<file path="config.mk">
export PLATFORM = sky130hd
export DESIGN_NAME = mempoolCtrl
export DESIGN_NICKNAME = d
export VERILOG_FILES = /design/src/mempoolPkg.sv /design/src/axiLiteRegs.sv /design/src/ctrlRegisters.sv /design/src/mempoolCtrl.sv /design/src/tcdmAddrCheck.sv
export SDC_FILE = /design/constraint.sdc
export NUM_CORES = 1
export LEC_CHECK = 0
export ABC_AREA = 1
export ABC_CLOCK_PERIOD_IN_PS = 2200
export BUFFER_PORTS_ARGS = -buffer_cell sky130_fd_sc_hd__buf_2
export CORE_AREA = 5 5 143 145
export CTS_BUF_LIST = sky130_fd_sc_hd__clkbuf_2 sky130_fd_sc_hd__clkbuf_4 sky130_fd_sc_hd__clkbuf_8
export DETAILED_ROUTE_END_ITERATION = 12
export DIE_AREA = 0 0 148 150
export GPL_TIMING_DRIVEN = 0
export PLACE_DENSITY_LB_ADDON = 0.2
export SYNTH_ARGS = -nofsm -noshare
export SYNTH_HDL_FRONTEND = slang
export SYNTH_HIERARCHICAL = 1
export SYNTH_SLANG_ARGS = --single-unit
</file>
<file path="constraint.sdc">
create_clock -name clk_i -period 2.2 [get_ports clk_i]
set_input_delay 0.11 -clock clk_i [delete_from_list [all_inputs] [get_ports clk_i]]
set_output_delay 0.11 -clock clk_i [all_outputs]
set_load 0.02 [all_outputs]
</file>
<file path="src/mempoolPkg.sv">
`default_nettype none

package mempoolPkg;

  // Bus and register widths
  localparam int unsigned DataWidth = 32;
  localparam int unsigned AddrWidth = 32;
  // Bytes per data word, also the strobe width
  localparam int unsigned StrbWidth = DataWidth / 8;
  // Number of 32-bit control registers
  localparam int unsigned NumRegs   = 4;

  typedef logic [DataWidth-1:0] data_t;
  typedef logic [AddrWidth-1:0] addr_t;
  typedef logic [StrbWidth-1:0] strb_t;
  typedef logic [1:0]           axiResp_t;

  // AXI response codes
  localparam axiResp_t RespOkay   = 2'b00;
  localparam axiResp_t RespSlvErr = 2'b10;

  // Register map, byte offsets
  localparam addr_t TcdmStartOffset = 32'h0000_0000;
  localparam addr_t TcdmEndOffset   = 32'h0000_0004;
  localparam addr_t NumCoresOffset  = 32'h0000_0008;
  localparam addr_t EocOffset       = 32'h0000_000C;

  // Master to slave
  typedef struct packed {
    addr_t awAddr;
    logic  awValid;
    data_t wData;
    strb_t wStrb;
    logic  wValid;
    logic  bReady;
    addr_t arAddr;
    logic  arValid;
    logic  rReady;
  } axiLiteReq_t;

  // Slave to master
  typedef struct packed {
    logic     awReady;
    logic     wReady;
    axiResp_t bResp;
    logic     bValid;
    logic     arReady;
    data_t    rData;
    axiResp_t rResp;
    logic     rValid;
  } axiLiteResp_t;

endpackage

`default_nettype wire

</file>
<file path="src/axiLiteRegs.sv">
`timescale 1ns/1ps
`default_nettype none

module axiLiteRegs import mempoolPkg::*; #(
  // Total size of the register file in bytes
  parameter int unsigned                  RegNumBytes = NumRegs * StrbWidth,
  // One bit per byte, set means software cannot write it
  parameter logic [RegNumBytes-1:0]       AxiReadOnly = '0,
  // Reset contents, byte by byte
  parameter logic [RegNumBytes-1:0][7:0]  RegRstVal   = '0
) (
  input  wire logic                          clk_i,
  input  wire logic                          rstN_i,
  input  wire axiLiteReq_t                   axiReq_i,
  output axiLiteResp_t                       axiResp_o,
  output logic [RegNumBytes-1:0][7:0]        regQ_o
);

  // Whole words in the register file
  localparam int unsigned NumWords    = RegNumBytes / StrbWidth;
  // Address bits that select a byte inside a word
  localparam int unsigned ByteOffBits = $clog2(StrbWidth);

  // Word index taken from a byte address
  typedef logic [AddrWidth-ByteOffBits-1:0] wordAddr_t;

  // Register storage
  logic [RegNumBytes-1:0][7:0] regQ;

  // Write channel
  wordAddr_t wrWordAddr;
  logic      wrAccept;
  logic      wrInRange;
  logic      wrRoHit;
  logic      wrOk;
  logic      bPending;
  axiResp_t  bRespQ;

  // Read channel
  wordAddr_t rdWordAddr;
  logic      rdAccept;
  logic      rdInRange;
  data_t     rdData;
  logic      rdPending;
  data_t     rDataQ;
  axiResp_t  rRespQ;

  // Drop the byte offset, only the word matters
  assign wrWordAddr = axiReq_i.awAddr[AddrWidth-1:ByteOffBits];
  assign rdWordAddr = axiReq_i.arAddr[AddrWidth-1:ByteOffBits];

  // Address and data are taken together, never while a B response waits
  assign wrAccept  = axiReq_i.awValid & axiReq_i.wValid & ~bPending;
  assign wrInRange = wrWordAddr < wordAddr_t'(NumWords);

  // Any strobed byte that is read-only spoils the whole write
  always_comb begin
    wrRoHit = 1'b0;
    for (int w = 0; w < NumWords; w++) begin
      if (wrWordAddr == wordAddr_t'(w)) begin
        wrRoHit = |(axiReq_i.wStrb & AxiReadOnly[w*StrbWidth +: StrbWidth]);
      end
    end
  end

  assign wrOk = wrAccept & wrInRange & ~wrRoHit;

  // Byte-enabled update of the addressed word
  always_ff @(posedge clk_i) begin
    if (!rstN_i) begin
      regQ <= RegRstVal;
    end else if (wrOk) begin
      for (int w = 0; w < NumWords; w++) begin
        for (int b = 0; b < StrbWidth; b++) begin
          if ((wrWordAddr == wordAddr_t'(w)) && axiReq_i.wStrb[b]) begin
            regQ[w*StrbWidth + b] <= axiReq_i.wData[8*b +: 8];
          end
        end
      end
    end
  end

  // B response pending until the master takes it
  always_ff @(posedge clk_i) begin
    if (!rstN_i) begin
      bPending <= 1'b0;
    end else if (wrAccept) begin
      bPending <= 1'b1;
    end else if (bPending && axiReq_i.bReady) begin
      bPending <= 1'b0;
    end
  end

  // Response code is captured once per write and held under back-pressure
  always_ff @(posedge clk_i) begin
    if (wrAccept) begin
      bRespQ <= wrOk ? RespOkay : RespSlvErr;
    end
  end

  // One read at a time
  assign rdAccept  = axiReq_i.arValid & ~rdPending;
  assign rdInRange = rdWordAddr < wordAddr_t'(NumWords);

  // Select the addressed word, zero when out of range
  always_comb begin
    rdData = '0;
    for (int w = 0; w < NumWords; w++) begin
      if (rdWordAddr == wordAddr_t'(w)) begin
        rdData = regQ[w*StrbWidth +: StrbWidth];
      end
    end
  end

  // R response pending until the master takes it
  always_ff @(posedge clk_i) begin
    if (!rstN_i) begin
      rdPending <= 1'b0;
    end else if (rdAccept) begin
      rdPending <= 1'b1;
    end else if (rdPending && axiReq_i.rReady) begin
      rdPending <= 1'b0;
    end
  end

  // Read payload, frozen while rValid waits for rReady
  always_ff @(posedge clk_i) begin
    if (rdAccept) begin
      rDataQ <= rdData;
      rRespQ <= rdInRange ? RespOkay : RespSlvErr;
    end
  end

  // Bus outputs
  assign axiResp_o.awReady = wrAccept;
  assign axiResp_o.wReady  = wrAccept;
  assign axiResp_o.bResp   = bRespQ;
  assign axiResp_o.bValid  = bPending;
  assign axiResp_o.arReady = rdAccept;
  assign axiResp_o.rData   = rDataQ;
  assign axiResp_o.rResp   = rRespQ;
  assign axiResp_o.rValid  = rdPending;

  // Register contents as plain levels
  assign regQ_o = regQ;

endmodule

`default_nettype wire

</file>
<file path="src/ctrlRegisters.sv">
`timescale 1ns/1ps
`default_nettype none

module ctrlRegisters import mempoolPkg::*; #(
  parameter data_t TcdmBaseAddr = '0,
  parameter data_t TcdmSize     = '0,
  parameter data_t NumCores     = '0
) (
  input  wire logic         clk_i,
  input  wire logic         rstN_i,
  input  wire axiLiteReq_t  axiReq_i,
  output axiLiteResp_t      axiResp_o,
  output data_t             tcdmStartAddr_o,
  output data_t             tcdmEndAddr_o,
  output data_t             numCores_o,
  output data_t             eoc_o
);

  localparam int unsigned RegNumBytes = NumRegs * StrbWidth;

  // Per-register write permission
  localparam strb_t ReadOnlyReg  = '1;
  localparam strb_t ReadWriteReg = '0;

  // Reset word for every register, placed by its byte offset
  function automatic logic [NumRegs-1:0][DataWidth-1:0] buildRstVal();
    logic [NumRegs-1:0][DataWidth-1:0] val;
    val = '0;
    val[TcdmStartOffset / StrbWidth] = TcdmBaseAddr;
    val[TcdmEndOffset / StrbWidth]   = TcdmBaseAddr + TcdmSize;
    val[NumCoresOffset / StrbWidth]  = NumCores;
    // Nothing has finished yet
    val[EocOffset / StrbWidth]       = '0;
    return val;
  endfunction

  // Byte mask, the three configuration words are fixed
  function automatic logic [NumRegs-1:0][StrbWidth-1:0] buildReadOnly();
    logic [NumRegs-1:0][StrbWidth-1:0] mask;
    mask = '0;
    mask[TcdmStartOffset / StrbWidth] = ReadOnlyReg;
    mask[TcdmEndOffset / StrbWidth]   = ReadOnlyReg;
    mask[NumCoresOffset / StrbWidth]  = ReadOnlyReg;
    mask[EocOffset / StrbWidth]       = ReadWriteReg;
    return mask;
  endfunction

  localparam logic [NumRegs-1:0][DataWidth-1:0] RegRstVal   = buildRstVal();
  localparam logic [NumRegs-1:0][StrbWidth-1:0] AxiReadOnly = buildReadOnly();

  // Flat register file contents, one word per register
  data_t [NumRegs-1:0] regQ;

  axiLiteRegs #(
    .RegNumBytes (RegNumBytes),
    .AxiReadOnly (AxiReadOnly),
    .RegRstVal   (RegRstVal  )
  ) iAxiLiteRegs (
    .clk_i     (clk_i    ),
    .rstN_i    (rstN_i   ),
    .axiReq_i  (axiReq_i ),
    .axiResp_o (axiResp_o),
    .regQ_o    (regQ     )
  );

  // Split the words out to the named level outputs
  assign tcdmStartAddr_o = regQ[TcdmStartOffset / StrbWidth];
  assign tcdmEndAddr_o   = regQ[TcdmEndOffset / StrbWidth];
  assign numCores_o      = regQ[NumCoresOffset / StrbWidth];
  assign eoc_o           = regQ[EocOffset / StrbWidth];

endmodule

`default_nettype wire

</file>
<file path="src/mempoolCtrl.sv">
`timescale 1ns/1ps
`default_nettype none

module mempoolCtrl import mempoolPkg::*; #(
  // Cluster configuration, fixed at elaboration
  parameter data_t TcdmBaseAddr = 32'h0010_0000,
  parameter data_t TcdmSize     = 32'h0004_0000,
  parameter data_t NumCores     = 32'd256
) (
  input  wire logic         clk_i,
  input  wire logic         rstN_i,
  // AXI-Lite slave port
  input  wire axiLiteReq_t  axiReq_i,
  output axiLiteResp_t      axiResp_o,
  // Register contents as levels
  output data_t             tcdmStartAddr_o,
  output data_t             tcdmEndAddr_o,
  output data_t             numCores_o,
  output data_t             eoc_o,
  // Address check port
  input  wire logic         checkReq_i,
  input  wire addr_t        checkAddr_i,
  output logic              checkValid_o,
  output logic              inTcdm_o
);

  // Range bounds shared between the outputs and the checker
  data_t tcdmStartAddr;
  data_t tcdmEndAddr;

  ctrlRegisters #(
    .TcdmBaseAddr (TcdmBaseAddr),
    .TcdmSize     (TcdmSize    ),
    .NumCores     (NumCores    )
  ) iCtrlRegisters (
    .clk_i           (clk_i        ),
    .rstN_i          (rstN_i       ),
    .axiReq_i        (axiReq_i     ),
    .axiResp_o       (axiResp_o    ),
    .tcdmStartAddr_o (tcdmStartAddr),
    .tcdmEndAddr_o   (tcdmEndAddr  ),
    .numCores_o      (numCores_o   ),
    .eoc_o           (eoc_o        )
  );

  tcdmAddrCheck iTcdmAddrCheck (
    .clk_i           (clk_i        ),
    .rstN_i          (rstN_i       ),
    .checkReq_i      (checkReq_i   ),
    .checkAddr_i     (checkAddr_i  ),
    .tcdmStartAddr_i (tcdmStartAddr),
    .tcdmEndAddr_i   (tcdmEndAddr  ),
    .checkValid_o    (checkValid_o ),
    .inTcdm_o        (inTcdm_o     )
  );

  assign tcdmStartAddr_o = tcdmStartAddr;
  assign tcdmEndAddr_o   = tcdmEndAddr;

endmodule

`default_nettype wire

</file>
<file path="src/tcdmAddrCheck.sv">
`timescale 1ns/1ps
`default_nettype none

module tcdmAddrCheck import mempoolPkg::*; (
  input  wire logic   clk_i,
  input  wire logic   rstN_i,
  // Request strobe and the core address to classify
  input  wire logic   checkReq_i,
  input  wire addr_t  checkAddr_i,
  // Range bounds, end is exclusive
  input  wire data_t  tcdmStartAddr_i,
  input  wire data_t  tcdmEndAddr_i,
  output logic        checkValid_o,
  output logic        inTcdm_o
);

  logic aboveStart;
  logic belowEnd;
  logic checkValidQ;
  logic inTcdmQ;

  // Half-open interval [start, end)
  assign aboveStart = checkAddr_i >= tcdmStartAddr_i;
  assign belowEnd   = checkAddr_i <  tcdmEndAddr_i;

  // Result strobe follows the request by one cycle
  always_ff @(posedge clk_i) begin
    if (!rstN_i) begin
      checkValidQ <= 1'b0;
    end else begin
      checkValidQ <= checkReq_i;
    end
  end

  // Result only moves on a request, so it lines up with its strobe
  always_ff @(posedge clk_i) begin
    if (checkReq_i) begin
      inTcdmQ <= aboveStart & belowEnd;
    end
  end

  assign checkValid_o = checkValidQ;
  assign inTcdm_o     = inTcdmQ;

endmodule

`default_nettype wire
</file>
======== Word-level counts from Yosys, hierarchy flattened ========
Index checks and enable logic that the tools add are counted.
Widths: inputs -> output; s select.
word-level totals
  register bits after elaboration ......... 168
  input port bits ......................... 140
  output and inout port bits .............. 171
  word-level logic and storage cells ...... 95
operators by class
  mux-type cells .......................... 14
  equal/unequal tests ..................... 6
  bitwise operators ....................... 9
  magnitude comparators ................... 4
  reduce and logical (&&, ||, !) cells .... 39
operators by type and width
  operator             number
  $mux 32              4
  $eq 30x2->1 const B  4
  $eq 30x1->1 const B  2
  $logic_not 30->1     2
  $lt 30x3->1 const B  2
  $ge 32x32->1         1
  $lt 32x32->1         1
  $reduce_and 2->1     16
  $logic_and 1x1->1    18
  $mux 1               8
  $and 1x1->1          6
  $mux 2               2
  $reduce_bool 2->1    2
  $reduce_or 4->1      1
  $not 1->1            3

======== Logic depth before layout (Yosys ltp) ========
  depth in word-level cells ............... 8
  gate-level depth with buffers ........... 13
  mapped depth without buffers ............ 13

======== By module ========
The synthesis kept the hierarchy.
modules (own cells, without submodules)
  module         area an instance (um^2)  sequential area each (um^2)  cells each  instances
  axiLiteRegs    6990.5                   3623.5                       925         1
  tcdmAddrCheck  1707.9                   50.0                         271         1

======== Worst setup path after synthesis ========
OpenSTA, ideal clock, no wires.
  kind .................................... register -> output
  start ................................... register iCtrlRegisters.iAxiLiteRegs.rdPending
  end ..................................... output axiResp_o[35] in the netlist's numbering
  path slack .............................. -0.038 ns
  path buffers ............................ 1
  data arrival time ....................... 2.128 ns
  required time ........................... 2.090 ns
  stages on the path, launching flop included .. 3
  path through ............................ dfxtp_1 nor2_1 buf_4
between the ends
  cells in the longest elaborated chain, start to end .. 2
ends and longest elaborated chain
  what                      RTL line            source
  start: declaration        axiLiteRegs.sv:44   logic rdPending;
  start signal: assignment  axiLiteRegs.sv:118  rdPending <= 1'b0;
  start signal: assignment  axiLiteRegs.sv:120  rdPending <= 1'b1;
  start signal: assignment  axiLiteRegs.sv:122  rdPending <= 1'b0;
  $not 1->1                 axiLiteRegs.sv:102  assign rdAccept = axiReq_i.arValid & ~rdPending;
  $and 1x1->1               axiLiteRegs.sv:102
  end: declaration          mempoolCtrl.sv:14   output axiLiteResp_t axiResp_o,
Every way passes these cells.

======== Worst setup path in the final report ========
Ends and elaborated chain as after synthesis.

==> results.md <==
* Port bufs at 302
* Clk_lat worst skew at 0.45 ns
* Hold Slack at 0.0599 ns
* Routability cong. at 0.871
* Peak Freq at 0.521 GHz
* # Post-CTS Setup Buffers at 0
* Worst path slowest cell: nor2_4
* Routed Antenna Nets at 0
* Seq/Total Area, Yosys at 42.2%
* DRC Markers at 0
* Post-synth EDFFs at 35
* Total power at 0.00573 W
* Core area at 19100 um2
* Hpwl dp at 21.8 mm
* Via Count at 8383
* Util after Layout at 59.0%
* Synth cell count leaders: nand2_1, inv_1, dfxtp_1
* Mapped Area at 8700 um2
* Post-layout min period at 1.92 ns
* CTS tree: yes
* Filler cells at 1807
* Grt total ovfl at 0
* Die X at 148 um
* Yosys cell types at 35
* Cell Pwr Density at 509 nW/um2
* Fin crit share at 87.3%
* Async SR Flop Fraction at 0%
* Max-cap violation count at 0
* Vias in the first global route at 7796
* Share of layout cells above drive strength 1 at 25.1%
* Slew Viols, Final at 0
* Fin. Hold Viols at 0
* First-pass GRT wire length at 41.3 mm
* DRT Wirelength at 27.3 mm
* Arrival time worst endpoint at 1.81 ns
* CP cell instances: nor2_4 > buf_16 > buf_4 > buf_2
* Final instance area at 11300 um2
* Critical path startpoint category: flop
* VDD IR-drop max at 0.352 mV
* # rows at 51
* Tightest Pin Transition at 0.652 ns
* Cell Area, Placed at 10500 um2
* Main synth FF type: dfxtp_1
* Crit Path Max Fanout at 20
* Antenna violations before repair at 0
* Clk slew on worst S/H paths at 0.09 ns
* GRT Util Overall at 23.9%
* RSZ-0062 raised after global routing: no
* TritonCTS buffer count at 17
* Ys Warns at 6
* H-tree levels at 4
* Synth area leaders: dfxtp_1, nand2_1, edfxtp_1
* Post-CTS sizing at 0
* Setup Crit Path Kind: flop to primary output
* Syn Area/Cell at 7.27 um2
* Static leakage at 6.31 nW
* Vias/cell at 4.64
* Finish-stage setup viols at 0
* Clock Skew at 0.0128 ns
* M1 GR Usage at 29.8%
* Min-Delay Path Class: input pin to flop
* Most used standard cell by instance count after synthesis: nand2_1
* Number of nets in the layout at 1758
* Synth Instances at 1196
* Synthesized flop and latch total at 166
* IO Count at 311
* GRT busiest layer: met2
* Root buf cell: clkbuf_8
* Clock sink total at 166
* Setup crit end kind: primary output
* ANT cells at 0
* Initial core utilization at 45.6%
* Relative slew slack at 56.5%
* WL/cell at 15.1 um
* Post-synth top area cell: dfxtp_1
* Die height at 150 um
* Status: completed
* Clk buf depth at 2
* Largest net degree at the start of global routing at 21
* Initial DRT Pass Iterations at 7
* Initial DRC count at 425
* Max stage delay on crit path at 0.49 ns
* Layout area overhead at 29.4%
* Worst Path Required at 2.09 ns
* Share of the synthesized area in the top cell type at 30.1%
* Met2 Usage GRT at 41.2%
* Met3 Usage GRT at 5.54%
* Die area at 22200 um2
## critical path: cells and delay by family (launching register included)
| kind | cells | cell delay (ns) |
|---|---|---|
| buffers and inverters | 3 | 0.50 |
| DFF | 1 | 0.36 |
| and+or+nand+nor | 1 | 0.49 |
## metrics by stage
step | cells | setup WS [ns] | setup TNS [ns]
3_3_place_gp | 1737 | -0.127 | -0.259
6_report | 1806 | 0.279 | 0
4_1_cts | 1806 | 0.214 | 0
5_1_grt | 1806 | 0.151 | 0
2_1_floorplan | 1197 | 0.537 | 0
3_5_place_dp | 1738 | 0.151 | 0
## worst paths after layout
path                                                        startpoint                                 endpoint  slack (ns)  cells after the start
worst max-delay path             iCtrlRegisters/iAxiLiteRegs/rdPending                            axiResp_o[35]        0.28                      4
worst min-delay path                                      axiReq_i[39]  iCtrlRegisters/iAxiLiteRegs/regQ_o[124]        0.06                      5
worst max register to register   iCtrlRegisters/iAxiLiteRegs/regQ_o[7]                  iTcdmAddrCheck/inTcdm_o        0.40                     11
worst min register to register  iCtrlRegisters/iAxiLiteRegs/regQ_o[80]   iCtrlRegisters/iAxiLiteRegs/regQ_o[80]        0.45                      2
## placed cells by master (no fill, tap or decap), types with 2 or more instances in the layout
cell,instances
and2_1,2
clkbuf_4,3
clkinvlp_4,4
nand3_4,4
nand2_1,337
o21ai_1,5
clkbuf_1,18
dfxtp_1,131
clkbuf_8,18
clkinv_4,2
o21ai_0,4
inv_2,5
buf_1,4
a21oi_1,31
o21a_1,2
nor3_1,3
nor2_4,5
nor2_1,119
o211ai_1,32
clkinv_1,2
conb_1,2
dlygate4sd3_1,36
buf_2,317
nor2_2,5
nand3_1,101
buf_6,8
or2_2,3
inv_6,2
ha_1,63
inv_1,240
edfxtp_1,35
buf_4,10
nand4_1,4
## sequential cells by signal, summed over array words and instances (netlist names)
register and count:
iCtrlRegisters/iAxiLiteRegs/bPending 1, iCtrlRegisters/iAxiLiteRegs/regQ_o 128, iCtrlRegisters/iAxiLiteRegs/bRespQ 1, iTcdmAddrCheck/inTcdm_o 1, iCtrlRegisters/iAxiLiteRegs/rdPending 1, iTcdmAddrCheck/checkValid_o 1
iCtrlRegisters/iAxiLiteRegs/rRespQ 1, iCtrlRegisters/iAxiLiteRegs/rDataQ 32
## kinds of logic after synthesis
group                    synth area share, %
flip-flops                              42.2
AND/OR/NAND/NOR                         28.9
other                                 0.0431
buffers and inverters                   14.3
AO/OA/AOI/OAI                           5.51
adder cells (fa/ha/maj)                 9.06
## repair_timing
item                       CTS  global route
hold buffers                36             0
setup endpoints to repair    0             0
hold endpoints to repair    36             0
## report_power, final
part | internal (W) | switching (W) | total (W)
Sequential | 0.00314 | 0.0000119 | 0.00315
Combinational | 0.000259 | 0.000344 | 0.000602
Clock | 0.000847 | 0.00114 | 0.00198
## area by class of cell
cell class                      instances  area, um2  share of cell area [%]
Clock inverter                         11       77.6                   0.689
Multi-Input combinational cell        731       3790                    33.7
Clock buffer                           21        270                    2.40
Buffer                                 55        323                    2.87
Inverter                              245        920                    8.17
Timing Repair Buffer                  339       1900                    16.9
Tap cell                              238        298                    2.65
Sequential cell                       166       3670                    32.6
## layer usage
| layer | vias up | routed length, um | part of all wire (%) |
|---|---|---|---|
| met3 | 29 | 2030 | 7.4 |
| li1 | 4369 | - | - |
| met1 | 3696 | 11800 | 43 |
| met5 | - | 0 | 0 |
| met4 | 0 | 461 | 1.7 |
| met2 | 289 | 13100 | 48 |
Note: power is estimated with default switching activity, not from simulation.
